==> src/design/cpu_pkg.sv <==
package cpu_pkg;

    // datapath widths
    typedef logic [31:0] word_t;
    typedef logic [4:0]  reg_idx_t;
    typedef logic [11:0] alu_op_t;

    typedef enum logic [2:0] {
        st_if,
        st_id,
        st_exe,
        st_mem,
        st_wb
    } cpu_state_t;

    localparam word_t reset_pc = 32'h1c00_0000;

    // 3R and shift-immediate forms, matched on inst[31:15]
    localparam logic [16:0] op17_add_w  = 17'h00020;
    localparam logic [16:0] op17_sub_w  = 17'h00022;
    localparam logic [16:0] op17_slt    = 17'h00024;
    localparam logic [16:0] op17_sltu   = 17'h00025;
    localparam logic [16:0] op17_nor    = 17'h00028;
    localparam logic [16:0] op17_and    = 17'h00029;
    localparam logic [16:0] op17_or     = 17'h0002a;
    localparam logic [16:0] op17_xor    = 17'h0002b;
    localparam logic [16:0] op17_slli_w = 17'h00081;
    localparam logic [16:0] op17_srli_w = 17'h00089;
    localparam logic [16:0] op17_srai_w = 17'h00091;

    // 2RI12 forms, matched on inst[31:22]
    localparam logic [9:0]  op10_addi_w = 10'h00a;
    localparam logic [9:0]  op10_ld_w   = 10'h0a2;
    localparam logic [9:0]  op10_st_w   = 10'h0a6;

    // 1RI20 form, matched on inst[31:25]
    localparam logic [6:0]  op7_lu12i_w = 7'h0a;

    // branch forms, matched on inst[31:26]
    localparam logic [5:0]  op6_jirl    = 6'h13;
    localparam logic [5:0]  op6_b       = 6'h14;
    localparam logic [5:0]  op6_bl      = 6'h15;
    localparam logic [5:0]  op6_beq     = 6'h16;
    localparam logic [5:0]  op6_bne     = 6'h17;

    // one-hot alu select positions
    localparam int alu_add  = 0;
    localparam int alu_sub  = 1;
    localparam int alu_slt  = 2;
    localparam int alu_sltu = 3;
    localparam int alu_and  = 4;
    localparam int alu_nor  = 5;
    localparam int alu_or   = 6;
    localparam int alu_xor  = 7;
    localparam int alu_sll  = 8;
    localparam int alu_srl  = 9;
    localparam int alu_sra  = 10;
    localparam int alu_lui  = 11;

endpackage

==> src/design/alu.sv <==
`timescale 1ns/1ps

module alu import cpu_pkg::*; (
    input  alu_op_t alu_op,
    input  word_t   alu_src1,
    input  word_t   alu_src2,
    output word_t   alu_result
);

    word_t      add_result;
    word_t      sub_result;
    word_t      slt_result;
    word_t      sltu_result;
    word_t      and_result;
    word_t      nor_result;
    word_t      or_result;
    word_t      xor_result;
    word_t      sll_result;
    word_t      srl_result;
    word_t      sra_result;
    logic [4:0] shamt;

    assign shamt = alu_src2[4:0];

    assign add_result  = alu_src1 + alu_src2;
    assign sub_result  = alu_src1 - alu_src2;
    assign slt_result  = {31'b0, $signed(alu_src1) < $signed(alu_src2)};
    assign sltu_result = {31'b0, alu_src1 < alu_src2};
    assign and_result  = alu_src1 & alu_src2;
    assign nor_result  = ~(alu_src1 | alu_src2);
    assign or_result   = alu_src1 | alu_src2;
    assign xor_result  = alu_src1 ^ alu_src2;
    assign sll_result  = alu_src1 << shamt;
    assign srl_result  = alu_src1 >> shamt;
    assign sra_result  = word_t'($signed(alu_src1) >>> shamt);

    // and-or select, the code is one-hot or all zero
    assign alu_result = ({32{alu_op[alu_add]}}  & add_result)
                      | ({32{alu_op[alu_sub]}}  & sub_result)
                      | ({32{alu_op[alu_slt]}}  & slt_result)
                      | ({32{alu_op[alu_sltu]}} & sltu_result)
                      | ({32{alu_op[alu_and]}}  & and_result)
                      | ({32{alu_op[alu_nor]}}  & nor_result)
                      | ({32{alu_op[alu_or]}}   & or_result)
                      | ({32{alu_op[alu_xor]}}  & xor_result)
                      | ({32{alu_op[alu_sll]}}  & sll_result)
                      | ({32{alu_op[alu_srl]}}  & srl_result)
                      | ({32{alu_op[alu_sra]}}  & sra_result)
                      | ({32{alu_op[alu_lui]}}  & alu_src2);

endmodule

==> src/design/inst_decoder.sv <==
`timescale 1ns/1ps

module inst_decoder import cpu_pkg::*; (
    input  word_t    inst,
    output alu_op_t  alu_op,
    output reg_idx_t rf_raddr1,
    output reg_idx_t rf_raddr2,
    output reg_idx_t dest,
    output word_t    imm,
    output word_t    br_offs,
    output logic     src1_is_pc,
    output logic     src2_is_imm,
    output logic     gr_we,
    output logic     mem_we,
    output logic     res_from_mem,
    output logic     is_beq,
    output logic     is_bne,
    output logic     is_jump,
    output logic     is_jirl
);

    logic [16:0] op17;
    logic [9:0]  op10;
    logic [6:0]  op7;
    logic [5:0]  op6;
    reg_idx_t    rd;
    reg_idx_t    rj;
    reg_idx_t    rk;
    logic [11:0] i12;
    logic [19:0] i20;
    logic [15:0] i16;
    logic [25:0] i26;

    logic inst_add_w, inst_sub_w, inst_slt, inst_sltu;
    logic inst_nor, inst_and, inst_or, inst_xor;
    logic inst_slli_w, inst_srli_w, inst_srai_w;
    logic inst_addi_w, inst_lu12i_w, inst_ld_w, inst_st_w;
    logic inst_jirl, inst_b, inst_bl, inst_beq, inst_bne;
    logic need_ui5;
    logic need_si20;
    logic need_si26;
    logic src2_is_4;
    logic src_reg_is_rd;

    assign op17 = inst[31:15];
    assign op10 = inst[31:22];
    assign op7  = inst[31:25];
    assign op6  = inst[31:26];
    assign rd   = inst[4:0];
    assign rj   = inst[9:5];
    assign rk   = inst[14:10];
    assign i12  = inst[21:10];
    assign i20  = inst[24:5];
    assign i16  = inst[25:10];
    // offs[25:16] sits in the low bits of the word
    assign i26  = {inst[9:0], inst[25:10]};

    assign inst_add_w   = (op17 == op17_add_w);
    assign inst_sub_w   = (op17 == op17_sub_w);
    assign inst_slt     = (op17 == op17_slt);
    assign inst_sltu    = (op17 == op17_sltu);
    assign inst_nor     = (op17 == op17_nor);
    assign inst_and     = (op17 == op17_and);
    assign inst_or      = (op17 == op17_or);
    assign inst_xor     = (op17 == op17_xor);
    assign inst_slli_w  = (op17 == op17_slli_w);
    assign inst_srli_w  = (op17 == op17_srli_w);
    assign inst_srai_w  = (op17 == op17_srai_w);
    assign inst_addi_w  = (op10 == op10_addi_w);
    assign inst_ld_w    = (op10 == op10_ld_w);
    assign inst_st_w    = (op10 == op10_st_w);
    assign inst_lu12i_w = (op7 == op7_lu12i_w);
    assign inst_jirl    = (op6 == op6_jirl);
    assign inst_b       = (op6 == op6_b);
    assign inst_bl      = (op6 == op6_bl);
    assign inst_beq     = (op6 == op6_beq);
    assign inst_bne     = (op6 == op6_bne);

    always_comb begin
        alu_op = '0;
        // address and link computations reuse the adder
        alu_op[alu_add]  = inst_add_w | inst_addi_w | inst_ld_w | inst_st_w
                         | inst_jirl | inst_bl;
        alu_op[alu_sub]  = inst_sub_w;
        alu_op[alu_slt]  = inst_slt;
        alu_op[alu_sltu] = inst_sltu;
        alu_op[alu_and]  = inst_and;
        alu_op[alu_nor]  = inst_nor;
        alu_op[alu_or]   = inst_or;
        alu_op[alu_xor]  = inst_xor;
        alu_op[alu_sll]  = inst_slli_w;
        alu_op[alu_srl]  = inst_srli_w;
        alu_op[alu_sra]  = inst_srai_w;
        alu_op[alu_lui]  = inst_lu12i_w;
    end

    assign need_ui5  = inst_slli_w | inst_srli_w | inst_srai_w;
    assign need_si20 = inst_lu12i_w;
    assign need_si26 = inst_b | inst_bl;
    assign src2_is_4 = inst_jirl | inst_bl;

    always_comb begin
        if (src2_is_4) begin
            imm = 32'd4;
        end else if (need_si20) begin
            imm = {i20, 12'b0};
        end else if (need_ui5) begin
            imm = {27'b0, rk};
        end else begin
            imm = {{20{i12[11]}}, i12};
        end
    end

    assign br_offs = need_si26 ? {{4{i26[25]}}, i26, 2'b00}
                               : {{14{i16[15]}}, i16, 2'b00};

    assign src_reg_is_rd = inst_beq | inst_bne | inst_st_w;

    assign rf_raddr1 = rj;
    assign rf_raddr2 = src_reg_is_rd ? rd : rk;
    assign dest      = inst_bl ? 5'd1 : rd;

    assign src1_is_pc   = inst_jirl | inst_bl;
    assign src2_is_imm  = need_ui5 | inst_addi_w | inst_ld_w | inst_st_w
                        | inst_lu12i_w | src2_is_4;
    assign gr_we        = inst_add_w | inst_sub_w | inst_slt | inst_sltu
                        | inst_nor | inst_and | inst_or | inst_xor
                        | need_ui5 | inst_addi_w | inst_lu12i_w | inst_ld_w
                        | inst_jirl | inst_bl;
    assign mem_we       = inst_st_w;
    assign res_from_mem = inst_ld_w;
    assign is_beq       = inst_beq;
    assign is_bne       = inst_bne;
    assign is_jump      = inst_b | inst_bl | inst_jirl;
    assign is_jirl      = inst_jirl;

endmodule

==> src/design/mycpu_top.sv <==
`timescale 1ns/1ps

module mycpu_top import cpu_pkg::*; (
    input  logic        clk,
    input  logic        resetn,
    output logic        inst_sram_we,
    output word_t       inst_sram_addr,
    output word_t       inst_sram_wdata,
    input  word_t       inst_sram_rdata,
    output logic        data_sram_we,
    output word_t       data_sram_addr,
    output word_t       data_sram_wdata,
    input  word_t       data_sram_rdata,
    output word_t       debug_wb_pc,
    output logic [3:0]  debug_wb_rf_we,
    output reg_idx_t    debug_wb_rf_wnum,
    output word_t       debug_wb_rf_wdata
);

    logic       reset;
    cpu_state_t state;
    cpu_state_t state_next;

    word_t pc;
    word_t npc;
    word_t npc_d;
    word_t ir;
    word_t inst;
    word_t src1_q;
    word_t src2_q;
    word_t result_q;
    word_t mem_addr_q;
    word_t mem_wdata_q;

    alu_op_t  alu_op;
    reg_idx_t rf_raddr1;
    reg_idx_t rf_raddr2;
    reg_idx_t dest;
    word_t    imm;
    word_t    br_offs;
    logic     src1_is_pc;
    logic     src2_is_imm;
    logic     gr_we;
    logic     mem_we;
    logic     res_from_mem;
    logic     is_beq;
    logic     is_bne;
    logic     is_jump;
    logic     is_jirl;

    word_t rf_rdata1;
    word_t rf_rdata2;
    logic  rf_we;
    word_t alu_result;
    logic  br_taken;
    word_t br_target;

    always_ff @(posedge clk) begin
        reset <= ~resetn;
    end

    // the fetched word is only on rdata during st_id
    assign inst = (state == st_id) ? inst_sram_rdata : ir;

    inst_decoder u_decoder (
        .inst         (inst),
        .alu_op       (alu_op),
        .rf_raddr1    (rf_raddr1),
        .rf_raddr2    (rf_raddr2),
        .dest         (dest),
        .imm          (imm),
        .br_offs      (br_offs),
        .src1_is_pc   (src1_is_pc),
        .src2_is_imm  (src2_is_imm),
        .gr_we        (gr_we),
        .mem_we       (mem_we),
        .res_from_mem (res_from_mem),
        .is_beq       (is_beq),
        .is_bne       (is_bne),
        .is_jump      (is_jump),
        .is_jirl      (is_jirl)
    );

    regfile u_regfile (
        .clk    (clk),
        .raddr1 (rf_raddr1),
        .raddr2 (rf_raddr2),
        .rdata1 (rf_rdata1),
        .rdata2 (rf_rdata2),
        .we     (rf_we),
        .waddr  (dest),
        .wdata  (result_q)
    );

    alu u_alu (
        .alu_op     (alu_op),
        .alu_src1   (src1_q),
        .alu_src2   (src2_q),
        .alu_result (alu_result)
    );

    // branch resolution, meaningful in st_id only
    assign br_taken  = is_jump
                     | (is_beq & (rf_rdata1 == rf_rdata2))
                     | (is_bne & (rf_rdata1 != rf_rdata2));
    assign br_target = (is_jirl ? rf_rdata1 : pc) + br_offs;
    assign npc_d     = br_taken ? br_target : pc + 32'd4;

    always_comb begin
        case (state)
            st_if:   state_next = st_id;
            // b, beq, bne and undefined words end here
            st_id:   state_next = (gr_we | mem_we) ? st_exe : st_if;
            st_exe:  state_next = (mem_we | res_from_mem) ? st_mem : st_wb;
            st_mem:  state_next = res_from_mem ? st_wb : st_if;
            st_wb:   state_next = st_if;
            default: state_next = st_if;
        endcase
    end

    always_ff @(posedge clk) begin
        if (reset) begin
            state <= st_if;
            pc    <= reset_pc;
        end else begin
            state <= state_next;
            if (state_next == st_if) begin
                pc <= (state == st_id) ? npc_d : npc;
            end
        end
    end

    always_ff @(posedge clk) begin
        case (state)
            st_id: begin
                ir     <= inst_sram_rdata;
                npc    <= npc_d;
                src1_q <= src1_is_pc ? pc : rf_rdata1;
                src2_q <= src2_is_imm ? imm : rf_rdata2;
            end
            st_exe: begin
                result_q    <= alu_result;
                mem_addr_q  <= alu_result;
                mem_wdata_q <= rf_rdata2;
            end
            st_mem: begin
                if (res_from_mem) begin
                    result_q <= data_sram_rdata;
                end
            end
            default: begin
            end
        endcase
    end

    assign inst_sram_we    = 1'b0;
    assign inst_sram_addr  = pc;
    assign inst_sram_wdata = 32'd0;

    // address goes out in st_exe already so load data is back in st_mem
    assign data_sram_addr  = (state == st_exe) ? alu_result : mem_addr_q;
    assign data_sram_wdata = mem_wdata_q;
    assign data_sram_we    = (state == st_mem) & mem_we;

    assign rf_we = (state == st_wb) & gr_we;

    assign debug_wb_pc       = pc;
    assign debug_wb_rf_we    = {4{rf_we}};
    assign debug_wb_rf_wnum  = dest;
    assign debug_wb_rf_wdata = result_q;

endmodule

==> src/design/regfile.sv <==
`timescale 1ns/1ps

module regfile import cpu_pkg::*; (
    input  logic     clk,
    input  reg_idx_t raddr1,
    input  reg_idx_t raddr2,
    output word_t    rdata1,
    output word_t    rdata2,
    input  logic     we,
    input  reg_idx_t waddr,
    input  word_t    wdata
);

    word_t rf [32];

    always_ff @(posedge clk) begin
        if (we && (waddr != 5'd0)) begin
            rf[waddr] <= wdata;
        end
    end

    // r0 is never written, so it is forced on the read side
    assign rdata1 = (raddr1 == 5'd0) ? 32'd0 : rf[raddr1];
    assign rdata2 = (raddr2 == 5'd0) ? 32'd0 : rf[raddr2];

endmodule

==> config.mk <==
export PLATFORM = sky130hd
export DESIGN_NAME = mycpu_top
export DESIGN_NICKNAME = d
export VERILOG_FILES = /design/src/design/cpu_pkg.sv /design/src/design/alu.sv /design/src/design/inst_decoder.sv /design/src/design/mycpu_top.sv /design/src/design/regfile.sv
export SDC_FILE = /design/constraint.sdc
export NUM_CORES = 2
export LEC_CHECK = 0
export ABC_AREA = 0
export BUFFER_PORTS_ARGS = -buffer_cell sky130_fd_sc_hd__buf_4
export CAP_MARGIN = 0
export CELL_PAD_IN_SITES_DETAIL_PLACEMENT = 1
export CELL_PAD_IN_SITES_GLOBAL_PLACEMENT = 1
export CORE_MARGIN = 1.5
export CORE_UTILIZATION = 46
export CTS_BUF_LIST = sky130_fd_sc_hd__clkbuf_8
export DETAILED_ROUTE_END_ITERATION = 16
export PLACE_DENSITY_LB_ADDON = 0.1
export SYNTH_ARGS = -nofsm -noshare
export SYNTH_HDL_FRONTEND = slang
export SYNTH_SLANG_ARGS = --single-unit
export TNS_END_PERCENT = 10
==> constraint.sdc <==
create_clock -name clk -period 7.1 [get_ports clk]
set_input_delay 1.065 -clock clk [delete_from_list [all_inputs] [get_ports clk]]
set_output_delay 1.065 -clock clk [all_outputs]
set_load 0.02 [all_outputs]
==> impl_metrics.toml <==
[sta]
fin_crit_sh = 1.004
tightest_slew_ps = 1361
hold_viol = 0
skew_ps = 52.85
setup_slack_ps = -25.99
tns_ps = -37.25
drv_slew = 0
rsz0062_at_grt = "yes"
setup_viol = 2
relSlewSlack = 0.09236
max_clock_freq_mhz = 140.3
min_period_ps = 7126

[placed_design]
post-place-ws_ps = -531.8
place_hpwl_um = 251100
io_buffers = 235
routabilityCongestion = 1.027

[min_path]
hold-path-cell-count = 2
min_path_type = "in -> reg"

[routing]
viasPerCell = 6.695
drt_iter0_drc = 9404
avgRoutedWirePerCell_um = 35.75
drc = 0
antenna_left = 0
vias = 69117
dr.pass1.iters = 7
wirelength_um = 369100

[global_routing]
grt_pass1_wl_um = 510800
antenna_found_initial = 17
first_global_vias = 68487
grt_max_degree = 100
grt_usage = 0.4509
overflow = 0

[logic_synthesis]
synth-simple-area-share = 0.1938
synthFlopType = "edfxtp_1"
ys_seq_area_frac = 0.5132
muxShareOfSynthArea = 0.06091
synth_fa_ha_area_frac = 0.02273
ys_ff_latch = 1284
yosys_warnings = 0
synth-edff-count = 1152
async_reset_ff_frac = 0
synthCells = 7499
synth_top_family_by_area = "simple AND/OR/NAND/NOR gates"
synth_area_per_cell_um2 = 9.675
yosys.area_share.xor_xnor = 0.01280
synth_compound_area_frac = 0.1459
syn_area_um2 = 72550
synth_cell_types = 114

[critical_path]
path_max_fanout = 17
path_cells = "or3b_4 > clkinv_8 > mux2i_2 > inv_4 > o21a_1 > buf_4 > nor3_4 > nor2_4 > buf_12 > buf_4 > nor3_1 > a31oi_1 > and4_1 > xor2_1 > nor4_1 > buf_4 > and2_1 > buf_4 > o21ai_1 > nor2b_1 > buf_4 > o211ai_1 > a32o_1"
critPathCaptureType = "flop"
worst-setup-path-type = "reg -> reg"
max_stage_delay_ps = 740
cp_slowest_cell = "nor3_4"
crit_required_ps = 7970
crit_path_start_kind = "flop"
cpMostUsedCell = "buf_4"
reg2reg_depth = 23
crit_arrival_ps = 8000

[finish]
final_common_cell = "nand2_1"
area_growth_pct = 17.87
fill_cells = 17507
nets = 8270
drive_above_1_share = 0.1721
mostFrequentLayoutCells = "1834 x nand2_1, 1152 x edfxtp_1, 771 x buf_4"
regArea_um2 = 37240
multi_input_area_um2 = 32580

[clocking]
clockBufferDepth = 3
clk_pin_slew_worst_paths_ps = 60
clock-sinks = 1284
hold_buffers = 0
htreeDepth = 4
tritoncts = "done"
insertion_delay_ps = 1010
cts_root_buf = "clkbuf_8"
cts_buffers = 216

[floorplanning]
die_x_um = 400.1
start_util = 0.4639
die_y_um = 400.1
die_area_um2 = 160100
coreArea_um2 = 156400
io_pins = 269
rows = 145

[job]
cap_violations = 0

[power_and_ir_drop]
peakVddDrop_mv = 0.2040
p_leak_uw = 0.03335
p_per_area_nw_per_um2 = 309.5

[outcome]
status = "finished with violations"
violations = "setup timing"
where the power goes:
group | leakage [uW] | switching [uW] | internal, uW | total, uW
clock network | 0.00240 | 3370 | 3150 | 6520
logic | 0.0194 | 7440 | 3650 | 11100
registers | 0.0115 | 337 | 8520 | 8860
total | 0.0334 | 11100 | 15300 | 26500
worst paths after layout:
kind / from / endpoint / slack [ps]
worst min register to register: npc[9]$_DFF_P_ / npc[9]$_DFF_P_ / 440
worst min-delay path: resetn / reset$_DFF_P_ / 230
worst max-delay path: state[1]$_SDFF_PP0_ / debug_wb_pc[21]$_SDFFE_PP0N_ / -30
worst max register to register: state[1]$_SDFF_PP0_ / debug_wb_pc[21]$_SDFFE_PP0N_ / -30
per-layer routing:
metal,routed length [um],up-vias,GRT usage,share of wire
li1,-,28628,-,-
met1,134300,34566,0.5565,0.36
met2,162900,4645,0.6924,0.44
met3,41830,1270,0.1147,0.11
met4,30030,8,0.3119,0.081
met5,45,-,0,0.00012
cells in the mapped netlist (all sizes together) (132+ instances only):
| cell type | instances | area [um2] |
|---|---|---|
| o21ai | 330 | 1667 |
| dfxtp | 132 | 2643 |
| edfxtp | 1152 | 34590 |
| and3 | 134 | 838.3 |
| a311oi | 176 | 1541 |
| mux2i | 348 | 3518 |
| nor2 | 402 | 1514 |
| nand2 | 1840 | 6907 |
| buf | 327 | 1948 |
| inv | 171 | 644.4 |
| a21oi | 330 | 1663 |
| nand3 | 570 | 2858 |
| clkbuf | 280 | 1052 |
worst max-delay path, delay by kind of cell, from the launching register on:
kind	cells	cell delay, ps
DFF	1	320
buffers and inverters	8	1670
muxes	1	370
xor gates and xnor gates	1	210
and+or+nand+nor	8	3470
AOI/OAI and AO/OA	5	900
sequential cells by signal, summed over array words and instances, names as in the netlist:
| register | count |
|---|---|
| mem_addr_q | 32 |
| reset | 1 |
| ir | 32 |
| npc | 32 |
| debug_wb_rf_wdata | 32 |
| state | 3 |
| src1_q | 32 |
| data_sram_wdata | 32 |
| u_regfile.rf | 1024 |
| debug_wb_pc | 32 |
| src2_q | 32 |
stage by stage:
stage          total power [uW]  utilization  instances  hold slack, ps  area [um2]
2_1_floorplan             14390            -       7563           410.0       72790
4_1_cts                   25980       0.5444      10309           157.5       85140
3_5_place_dp              19530       0.5175       9908           428.2       80930
3_3_place_gp              19370       0.5175       9908           419.3       80930
5_1_grt                   27120       0.5467      10316           194.7       85500
6_report                  26460       0.5468      10323           228.7       85520
repair_timing:
action | 4_1_cts | 5_1_grt
pin swaps | 3 | 12
buffers inserted | 0 | 6
resized for setup | 29 | 78
endpoints found under the setup margin | 36 | 48
gates cloned | 0 | 0
final cells by class:
class | instances | share of cell area
well taps | 2058 | 0.03011
flip-flops and latches | 1284 | 0.4354
clock inverters | 169 | 0.01050
multi-input cells | 5494 | 0.3810
repair buffers | 900 | 0.09721
inverters | 178 | 0.008208
diodes | 8 | 0.0002341
clock buffers | 232 | 0.03734
logic make-up after synthesis:
family	count (synthesis)
xor+xnor	106
compound gates	1540
fa+ha+maj	130
mux	409
buf+inv	785
other cells	1
simple gates	3244
flops	1284
Power figures use the tool's default switching activity.
